<file path="config.mk">
export PLATFORM = sky130hd
export DESIGN_NAME = ifu
export DESIGN_NICKNAME = d
export VERILOG_FILES = /design/src/rtl/fetch_pkg.sv /design/src/rtl/mem_pkg.sv /design/src/rtl/ifu.sv /design/src/rtl/fifo.sv /design/src/rtl/predicted_npc.sv /design/src/rtl/icache.sv
export SDC_FILE = /design/constraint.sdc
export NUM_CORES = 2
export LEC_CHECK = 0
export BUFFER_PORTS_ARGS = -buffer_cell sky130_fd_sc_hd__buf_2
export CAP_MARGIN = 30
export CORE_UTILIZATION = 55
export DETAILED_ROUTE_END_ITERATION = 7
export GPL_TIMING_DRIVEN = 0
export PLACE_DENSITY_LB_ADDON = 0.1
export SLEW_MARGIN = 20
export SYNTH_ARGS = -nofsm -noshare
export SYNTH_HDL_FRONTEND = slang
export SYNTH_SLANG_ARGS = --single-unit
</file>
<file path="constraint.sdc">
create_clock -name clk -period 16.2 [get_ports clk]
set_input_delay 1.62 -clock clk [delete_from_list [all_inputs] [get_ports clk]]
set_output_delay 1.62 -clock clk [all_outputs]
set_load 0.1 [all_outputs]
</file>
<file path="src/rtl/fetch_pkg.sv">
// instruction side of the fetch unit
package fetch_pkg;

    localparam int ADDR_BITS   = 32;
    localparam int INSTR_BITS  = 32;
    localparam int INSTR_BYTES = INSTR_BITS / 8;  // sequential pc step

    typedef logic [ADDR_BITS-1:0]  addr_t;
    typedef logic [INSTR_BITS-1:0] instr_t;
    typedef logic [6:0]            opcode_t;   // instr[6:0]

    localparam addr_t RESET_PC = 32'h0;        // first fetch after reset

    // rv32 base opcodes seen by the static predictor
    localparam opcode_t OPC_BRANCH = 7'b110_0011;  // beq/bne/blt/bge/bltu/bgeu
    localparam opcode_t OPC_JAL    = 7'b110_1111;

    // one instruction fifo slot, 98 bits
    // br_target_pred is whatever pc fetch went to next
    typedef struct packed {
        instr_t instr;
        addr_t  pc;
        logic   is_cond_br;     // b-type opcode
        logic   br_dir_pred;    // predicted taken
        addr_t  br_target_pred; // predicted next pc
    } ififo_entry_t;

endpackage

</file>
<file path="src/rtl/mem_pkg.sv">
// memory side of the fetch unit
// cache geometry and the block request/response channel
package mem_pkg;

    localparam int MEM_ADDR_BITS = 32;        // byte address on the memory bus
    localparam int BLOCK_BITS    = 64;        // two rv32 instructions per block

    // geometry the top level falls back to
    localparam int DEFAULT_NUM_SETS = 16;
    localparam int DEFAULT_NUM_WAYS = 2;

    typedef logic [BLOCK_BITS-1:0] block_t;   // one cache block, low word at lower address

    // block request, addr always block aligned
    typedef struct packed {
        logic [MEM_ADDR_BITS-1:0] addr;
    } mem_req_t;

    // block response, one cycle, no ready
    typedef struct packed {
        block_t data;
    } mem_resp_t;

endpackage
</file>
<file path="src/rtl/ifu.sv">
// instruction fetch unit
// pc mux -> icache (sync read) -> half-block select -> static predictor -> instruction fifo
module ifu #(
    parameter int NUM_SETS   = mem_pkg::DEFAULT_NUM_SETS,
    parameter int NUM_WAYS   = mem_pkg::DEFAULT_NUM_WAYS,
    parameter int FIFO_DEPTH = 8
) (
    input  logic                    clk,
    input  logic                    rst_n,
    input  fetch_pkg::addr_t        recovery_pc,
    input  logic                    recovery_valid,
    output logic                    mem_req_valid,
    input  logic                    mem_req_ready,
    output mem_pkg::mem_req_t       mem_req,
    input  logic                    mem_resp_valid,
    input  mem_pkg::mem_resp_t      mem_resp,
    input  logic                    dispatch_ready,
    output logic                    instr_valid,
    output fetch_pkg::ififo_entry_t instr_to_dispatch
);
    import fetch_pkg::*;
    import mem_pkg::*;

    addr_t        pc_q;         // pc the icache outputs belong to
    addr_t        npc_mux;      // feeds both the pc register and the icache
    addr_t        pred_npc;
    block_t       ic_block;
    logic         ic_hit;
    instr_t       instr_sel;
    logic         is_cond_br;
    logic         br_dir_pred;
    logic         enq_valid;
    logic         enq_ready;
    logic         stall;
    ififo_entry_t enq_entry;

    // miss, or a hit the fifo has no room for
    assign stall = !ic_hit || !enq_ready;

    // priority: recovery, then hold, then prediction
    always_comb begin
        if (recovery_valid)
            npc_mux = recovery_pc;
        else if (stall)
            npc_mux = pc_q;                     // refetch same pc
        else
            npc_mux = pred_npc;
    end

    always_ff @(posedge clk) begin
        if (!rst_n)
            pc_q <= RESET_PC;
        else
            pc_q <= npc_mux;
    end

    icache #(
        .NUM_SETS (NUM_SETS),
        .NUM_WAYS (NUM_WAYS)
    ) u_icache (
        .clk            (clk),
        .rst_n          (rst_n),
        .rd_addr        (npc_mux),              // lines up with pc_q next cycle
        .mem_req_ready  (mem_req_ready),
        .mem_resp_valid (mem_resp_valid),
        .mem_resp       (mem_resp),
        .hit            (ic_hit),
        .rd_block       (ic_block),
        .mem_req_valid  (mem_req_valid),
        .mem_req        (mem_req)
    );

    // pc bit 2 picks the upper word
    assign instr_sel = pc_q[2] ? ic_block[BLOCK_BITS-1 -: INSTR_BITS]
                               : ic_block[INSTR_BITS-1:0];

    predicted_npc u_pred_npc (
        .instr       (instr_sel),
        .pc          (pc_q),
        .is_cond_br  (is_cond_br),
        .br_dir_pred (br_dir_pred),
        .next_pc     (pred_npc)
    );

    assign enq_entry = '{
        instr:          instr_sel,
        pc:             pc_q,
        is_cond_br:     is_cond_br,
        br_dir_pred:    br_dir_pred,
        br_target_pred: pred_npc
    };

    // wrong-path entry dropped on recovery
    assign enq_valid = ic_hit && !recovery_valid;

    fifo #(
        .entry_t (ififo_entry_t),
        .DEPTH   (FIFO_DEPTH)
    ) u_ififo (
        .clk       (clk),
        .rst_n     (rst_n),
        .flush     (recovery_valid),
        .enq_valid (enq_valid),
        .enq_ready (enq_ready),
        .enq_data  (enq_entry),
        .deq_valid (instr_valid),
        .deq_ready (dispatch_ready),
        .deq_data  (instr_to_dispatch)
    );

endmodule

</file>
<file path="src/rtl/fifo.sv">
// generic synchronous fifo
// valid/ready both sides, flush wins over enq and deq
module fifo #(
    parameter type entry_t = logic [31:0],
    parameter int  DEPTH   = 8
) (
    input  logic   clk,
    input  logic   rst_n,
    input  logic   flush,
    input  logic   enq_valid,
    output logic   enq_ready,
    input  entry_t enq_data,
    output logic   deq_valid,
    input  logic   deq_ready,
    output entry_t deq_data
);
    localparam int PTR_BITS = (DEPTH > 1) ? $clog2(DEPTH) : 1;
    localparam int CNT_BITS = $clog2(DEPTH + 1);

    entry_t              mem [DEPTH];
    logic [PTR_BITS-1:0] wr_ptr;
    logic [PTR_BITS-1:0] rd_ptr;
    logic [CNT_BITS-1:0] count;
    logic                do_enq;
    logic                do_deq;

    // wrap at DEPTH, depth need not be a power of two
    function automatic logic [PTR_BITS-1:0] ptr_inc(input logic [PTR_BITS-1:0] p);
        return (p == PTR_BITS'(DEPTH - 1)) ? '0 : p + 1'b1;
    endfunction

    assign enq_ready = (count != CNT_BITS'(DEPTH));  // full only
    assign deq_valid = (count != '0);
    assign deq_data  = mem[rd_ptr];                   // head stays put until taken

    assign do_enq = enq_valid && enq_ready;
    assign do_deq = deq_valid && deq_ready;

    always_ff @(posedge clk) begin
        if (do_enq)
            mem[wr_ptr] <= enq_data;
    end

    always_ff @(posedge clk) begin
        if (!rst_n || flush) begin
            wr_ptr <= '0;
            rd_ptr <= '0;
            count  <= '0;
        end else begin
            if (do_enq)
                wr_ptr <= ptr_inc(wr_ptr);
            if (do_deq)
                rd_ptr <= ptr_inc(rd_ptr);
            case ({do_enq, do_deq})
                2'b10:   count <= count + 1'b1;
                2'b01:   count <= count - 1'b1;
                default: count <= count;        // none, or one in one out
            endcase
        end
    end

endmodule

</file>
<file path="src/rtl/predicted_npc.sv">
// static next pc for one rv32 instruction
// backward branch taken, forward branch not taken, jal taken
module predicted_npc (
    input  fetch_pkg::instr_t instr,
    input  fetch_pkg::addr_t  pc,
    output logic              is_cond_br,
    output logic              br_dir_pred,
    output fetch_pkg::addr_t  next_pc
);
    import fetch_pkg::*;

    opcode_t opcode;
    addr_t   b_imm;       // sign extended branch offset
    addr_t   j_imm;       // sign extended jal offset
    addr_t   seq_pc;
    logic    is_jal;

    assign opcode = instr[6:0];

    // b-type imm[12|10:5|4:1|11]
    assign b_imm = {{20{instr[31]}}, instr[7], instr[30:25], instr[11:8], 1'b0};

    // j-type imm[20|10:1|11|19:12]
    assign j_imm = {{12{instr[31]}}, instr[19:12], instr[20], instr[30:21], 1'b0};

    assign is_cond_br = (opcode == OPC_BRANCH);
    assign is_jal     = (opcode == OPC_JAL);

    // negative offset means backward, likely a loop
    assign br_dir_pred = is_cond_br && b_imm[ADDR_BITS-1];

    assign seq_pc = pc + addr_t'(INSTR_BYTES);

    always_comb begin
        if (is_jal)
            next_pc = pc + j_imm;
        else if (br_dir_pred)
            next_pc = pc + b_imm;
        else
            next_pc = seq_pc;  // forward branch or anything else
    end

endmodule

</file>
<file path="src/rtl/icache.sv">
// set associative icache, synchronous read
// rd_addr is sampled on the clock, hit/rd_block refer to that address one cycle later
// single outstanding miss, refill straight from the response
module icache #(
    parameter int NUM_SETS = mem_pkg::DEFAULT_NUM_SETS,
    parameter int NUM_WAYS = mem_pkg::DEFAULT_NUM_WAYS
) (
    input  logic               clk,
    input  logic               rst_n,
    input  fetch_pkg::addr_t   rd_addr,
    input  logic               mem_req_ready,
    input  logic               mem_resp_valid,
    input  mem_pkg::mem_resp_t mem_resp,
    output logic               hit,
    output mem_pkg::block_t    rd_block,
    output logic               mem_req_valid,
    output mem_pkg::mem_req_t  mem_req
);
    import mem_pkg::*;
    import fetch_pkg::*;

    localparam int OFF_BITS = $clog2(BLOCK_BITS / 8);
    localparam int IDX_BITS = $clog2(NUM_SETS);
    localparam int TAG_BITS = ADDR_BITS - IDX_BITS - OFF_BITS;
    localparam int WAY_BITS = (NUM_WAYS > 1) ? $clog2(NUM_WAYS) : 1;

    // address split for lookup
    typedef struct packed {
        logic [TAG_BITS-1:0] tag;
        logic [IDX_BITS-1:0] idx;
        logic [OFF_BITS-1:0] off;
    } split_addr_t;

    typedef enum logic {
        IDLE,
        WAITING
    } state_t;

    // storage
    logic [TAG_BITS-1:0] tag_arr   [NUM_SETS][NUM_WAYS];
    block_t              data_arr  [NUM_SETS][NUM_WAYS];
    logic [NUM_WAYS-1:0] valid_arr [NUM_SETS];
    logic [WAY_BITS-1:0] victim    [NUM_SETS];    // round robin per set

    // read port registers
    split_addr_t         rd_split;
    split_addr_t         req_q;                   // address the outputs belong to
    logic [TAG_BITS-1:0] tag_q [NUM_WAYS];
    block_t              data_q [NUM_WAYS];
    logic [NUM_WAYS-1:0] valid_q;

    logic [NUM_WAYS-1:0] way_hit;
    logic                hit_raw;                 // tag match, ignores fsm state

    // miss handling
    state_t              state;
    logic                req_done;                // request accepted, awaiting block
    split_addr_t         miss_q;                  // block aligned miss address
    logic                refill;
    logic [WAY_BITS-1:0] fill_way;

    assign rd_split = rd_addr;
    assign refill   = (state == WAITING) && mem_resp_valid;
    assign fill_way = victim[miss_q.idx];

    always_ff @(posedge clk) begin
        if (refill) begin
            tag_arr[miss_q.idx][fill_way]  <= miss_q.tag;
            data_arr[miss_q.idx][fill_way] <= mem_resp.data;
        end
    end

    // valid bits and victim pointers
    always_ff @(posedge clk) begin
        if (!rst_n) begin
            for (int s = 0; s < NUM_SETS; s++) begin
                valid_arr[s] <= '0;
                victim[s]    <= '0;
            end
        end else if (refill) begin
            valid_arr[miss_q.idx][fill_way] <= 1'b1;
            victim[miss_q.idx] <= (fill_way == WAY_BITS'(NUM_WAYS - 1)) ? '0
                                                                        : fill_way + 1'b1;
        end
    end

    // sync read, refill data forwarded when it lands on the set being read
    always_ff @(posedge clk) begin
        for (int w = 0; w < NUM_WAYS; w++) begin
            if (refill && fill_way == WAY_BITS'(w) && miss_q.idx == rd_split.idx) begin
                tag_q[w]  <= miss_q.tag;
                data_q[w] <= mem_resp.data;
            end else begin
                tag_q[w]  <= tag_arr[rd_split.idx][w];
                data_q[w] <= data_arr[rd_split.idx][w];
            end
        end
    end

    always_ff @(posedge clk) begin
        if (!rst_n) begin
            valid_q <= '0;
            req_q   <= RESET_PC;     // tracks the pc register
        end else begin
            valid_q <= valid_arr[rd_split.idx];
            if (refill && miss_q.idx == rd_split.idx)
                valid_q[fill_way] <= 1'b1;  // same-edge fill
            req_q <= rd_split;
        end
    end

    // tag compare, at most one way matches
    always_comb begin
        way_hit  = '0;
        rd_block = '0;
        for (int w = 0; w < NUM_WAYS; w++) begin
            way_hit[w] = valid_q[w] && (tag_q[w] == req_q.tag);
            if (way_hit[w])
                rd_block = data_q[w];
        end
    end

    assign hit_raw = |way_hit;
    assign hit     = hit_raw && (state == IDLE);  // nothing usable while a miss is open

    // miss fsm
    always_ff @(posedge clk) begin
        if (!rst_n) begin
            state    <= IDLE;
            req_done <= 1'b0;
        end else begin
            case (state)
                IDLE: begin
                    if (!hit_raw) begin
                        state    <= WAITING;
                        req_done <= 1'b0;
                    end
                end
                WAITING: begin
                    if (mem_req_valid && mem_req_ready)
                        req_done <= 1'b1;
                    if (mem_resp_valid)
                        state <= IDLE;      // hit follows next cycle
                end
                default: state <= IDLE;
            endcase
        end
    end

    always_ff @(posedge clk) begin
        if (state == IDLE && !hit_raw) begin
            miss_q     <= req_q;
            miss_q.off <= '0;               // whole block
        end
    end

    assign mem_req_valid = (state == WAITING) && !req_done;
    assign mem_req.addr  = miss_q;          // held until accepted

endmodule

</file>
==> impl_metrics.toml <==
[outcome]
outcome = "complete, but fails checks"
violations = "DRC"

[finish]
drive_above_1_share = 0.1518
syn2layout_area_growth_pct = 15.74
multi_input_area_sq_um = 37510
finalInstanceArea_sq_um = 180200
finalNetCount = 11520
fillers = 20200
final-instance-count-excl-fill = 15520
fin_util = 0.6427
ff_latch_area_sq_um = 115300

[worst_setup_path]
worstSetupEndpointType = "register"
required_ns = 16.95
arrival_ns = 11.74
criticalPathCategory = "register to register"
startpoint_type = "register"
crit_fanout = 11

[drt]
avgRoutedWirePerCell_um = 31.65
drt_iter0_markers = 12490
via_per_inst = 6.400
drtPass1Iterations = 8
ant_nets = 0
drt-total-wl_mm = 491.3
vias = 99350
route.detailed.drc = 1

[grt]
gr-usage-all-layers = 0.3407
grt.overflow.total = 0
grt_max_degree = 36
grt_pass1_wl_mm = 690.7
grt_pass1_vias = 95810
antenna_found_initial = 78

[pwr]
power_density_nw_per_um2 = 123.2
p_leak_nw = 60.99
total_power_mw = 22.21
ir_drop_uv = 114.7

[floorplan]
die_y_um = 534.0
pin_count = 234
die_w_um = 534.0
std_cell_rows = 194
start_util = 0.5553
core_area_sq_um = 280400
dieArea_sq_um = 285200

[yosys]
synthCells = 10410
synth-main-ff-cell = "edfxtp_1"
syn-cell-area_sq_um = 155700
ys_seq_area_frac = 0.7405
ys_types = 78
ys_seq_elements = 3932
synth_edf_count = 3653
synthArstFlopShare = 0
syn_area_per_cell_sq_um = 14.96
ys.warnings.count = 0

[clock_tree]
cts_tree = "built"
cts_buffer_depth = 4
cts_setup_buffers = 0
cts_root_buf = "clkbuf_16"
clock-sinks = 3932
cts_made_buffers = 395
cts_hold_buf = 0
insertion_delay_ns = 0.97
clkTransAtPathRegs_ns = 0.06
htree_levels = 5
cts-resized-gates = 0

[timing]
min_period_over_period = 0.6785
fin_skew_ns = 0.04915
fin_ws_ns = 5.208
setup_viol = 0
timing_hold_violations_final = 0
drv_slew = 0
slew_headroom = 0.2276
fmax_mhz = 90.98
final.min_clock_period_ns = 10.99
rsz0062_at_grt = "no"
tightestPinTransition_ns = 1.159

[place]
dp_cells = 14670
gp_congestion = 1.006
place.port_buffers = 229
pre_cts_ws_ns = 5.494
dp_hpwl_mm = 352.6
place_area_sq_um = 167000

[run]
cap_violations = 0

[min_path]
hp-class = "register to register"
==> per-stage QoR <==
stage | setup TNS, ns | hold slack (ns)
detailed placement | 0 | 0.4592
global route | 0 | 0.4916
CTS | 0 | 0.4732
global placement | -1733.71 | 0.4485
floorplan | 0 | 0.4396
finish | 0 | 0.4767
==> cells in the final DEF (no fill, tap or decap), types with 74 or more instances in the layout <==
master,n
edfxtp_1,3653
dfxtp_1,278
xnor2_1,74
buf_12,142
clkbuf_1,540
a211oi_1,535
clkbuf_16,408
nor2_1,147
a21oi_1,652
diode_2,113
nand2_1,1562
o21a_1,182
and3_1,372
a22oi_1,196
a31oi_1,187
nand3_1,570
mux4_2,228
buf_2,438
a311oi_1,180
mux2_2,112
mux2i_1,204
clkinv_2,77
==> layer usage <==
layer | GRT usage | share of wire
met5 | 0 | 0.00043
met1 | 0.4366 | 0.37
met2 | 0.5321 | 0.47
met4 | 0.2179 | 0.066
met3 | 0.07250 | 0.094
==> Yosys cell counts (37+ instances only) <==
cell type | instances | area, sq um
nor2_1 | 183 | 686.9
ha_1 | 51 | 638.1
clkbuf_1 | 485 | 1821
and2_1 | 46 | 287.8
nand2_1 | 1562 | 5863
mux2i_1 | 204 | 2042
a22oi_1 | 196 | 1471
buf_1 | 68 | 255.2
o21a_1 | 182 | 1366
nand3_1 | 570 | 2853
mux4_2 | 228 | 5135
a311oi_1 | 181 | 1585
xor2_1 | 37 | 324.1
a31oi_1 | 188 | 1176
dfxtp_1 | 279 | 5585
mux2_2 | 112 | 1261
a211oi_1 | 536 | 4024
edfxtp_1 | 3653 | 109700
buf_2 | 192 | 960.9
a21oi_1 | 653 | 3268
and3_1 | 372 | 2327
o21ai_0 | 59 | 295.3
xnor2_1 | 74 | 648.1
==> state kept, by name, indices dropped and copies added, names as in the netlist, named ones only <==
name and cells:
u_icache.data_arr 2048, u_icache.tag_arr 800, u_ififo.mem 776, u_icache.data_q 128, u_icache.tag_q 50, u_icache.valid_arr 32, u_icache.mem_req 29, u_icache.req_q 28
u_icache.victim 16, pc_q 4, u_ififo.count 4, u_ififo.rd_ptr 3, u_ififo.wr_ptr 3, u_icache.valid_q 2, u_icache.req_done 1, u_icache.state 1
==> cell type report <==
cell class,count,share of cell area
flip-flops and latches,3932,0.6398
multi-input cells,5692,0.2082
clock buffers,521,0.06030
repair buffers,555,0.03582
well taps,3724,0.02586
plain buffers,756,0.01762
clock inverters,200,0.01021
diodes,113,0.001569
inverters,30,0.0006250
==> power by group <==
| group | leakage (nW) | switching (mW) | internal, mW | total [mW] |
|---|---|---|---|---|
| clock network | 6.23 | 3.84 | 5.18 | 9.02 |
| logic | 19.3 | 1.31 | 0.479 | 1.79 |
| registers | 35.4 | 0.152 | 11.2 | 11.4 |
| total | 61.0 | 5.30 | 16.9 | 22.2 |
==> worst paths after layout <==
path	startpoint	cells after the start	slack (ns)	end
worst max register to register	u_icache.req_q[9]$_SDFFE_PN0P_	24	5.21	u_icache.data_q[0][9]$_DFF_P_
worst min register to register	u_icache.valid_arr[4][1]$_DFF_P_	2	0.48	u_icache.valid_arr[4][1]$_DFF_P_
worst max-delay path	u_icache.req_q[9]$_SDFFE_PN0P_	24	5.21	u_icache.data_q[0][9]$_DFF_P_
worst min-delay path	u_icache.valid_arr[4][1]$_DFF_P_	2	0.48	u_icache.valid_arr[4][1]$_DFF_P_
==> critical path: stages (launching register included) <==
cell	delay (ns)
dfxtp_1	0.85
clkbuf_1	0.57
xnor2_1	0.30
or4b_1	0.46
or4_1	0.63
or3_1	0.40
buf_2	0.24
buf_1	0.41
buf_1	0.38
mux4_2	0.67
and2_1	0.40
ha_1	0.35
fa_1	0.47
a21o_1	0.21
a21oi_1	0.32
xnor2_1	0.17
a22oi_1	0.12
o22ai_2	0.72
a21oi_4	0.29
xor2_1	0.23
nor3_2	0.23
nand4_2	0.84
buf_2	0.71
buf_2	0.33
o21a_1	0.37
==> logic make-up after synthesis <==
group,share of synthesized area
AO/OA/AOI/OAI,0.09036
adder cells (fa/ha/maj),0.004485
other,0.00002409
XOR/XNOR,0.006245
multiplexers,0.05427
AND/OR/NAND/NOR,0.08334
flip-flops,0.7405
buffers and inverters,0.02076
(Power assumes the default switching activity.)
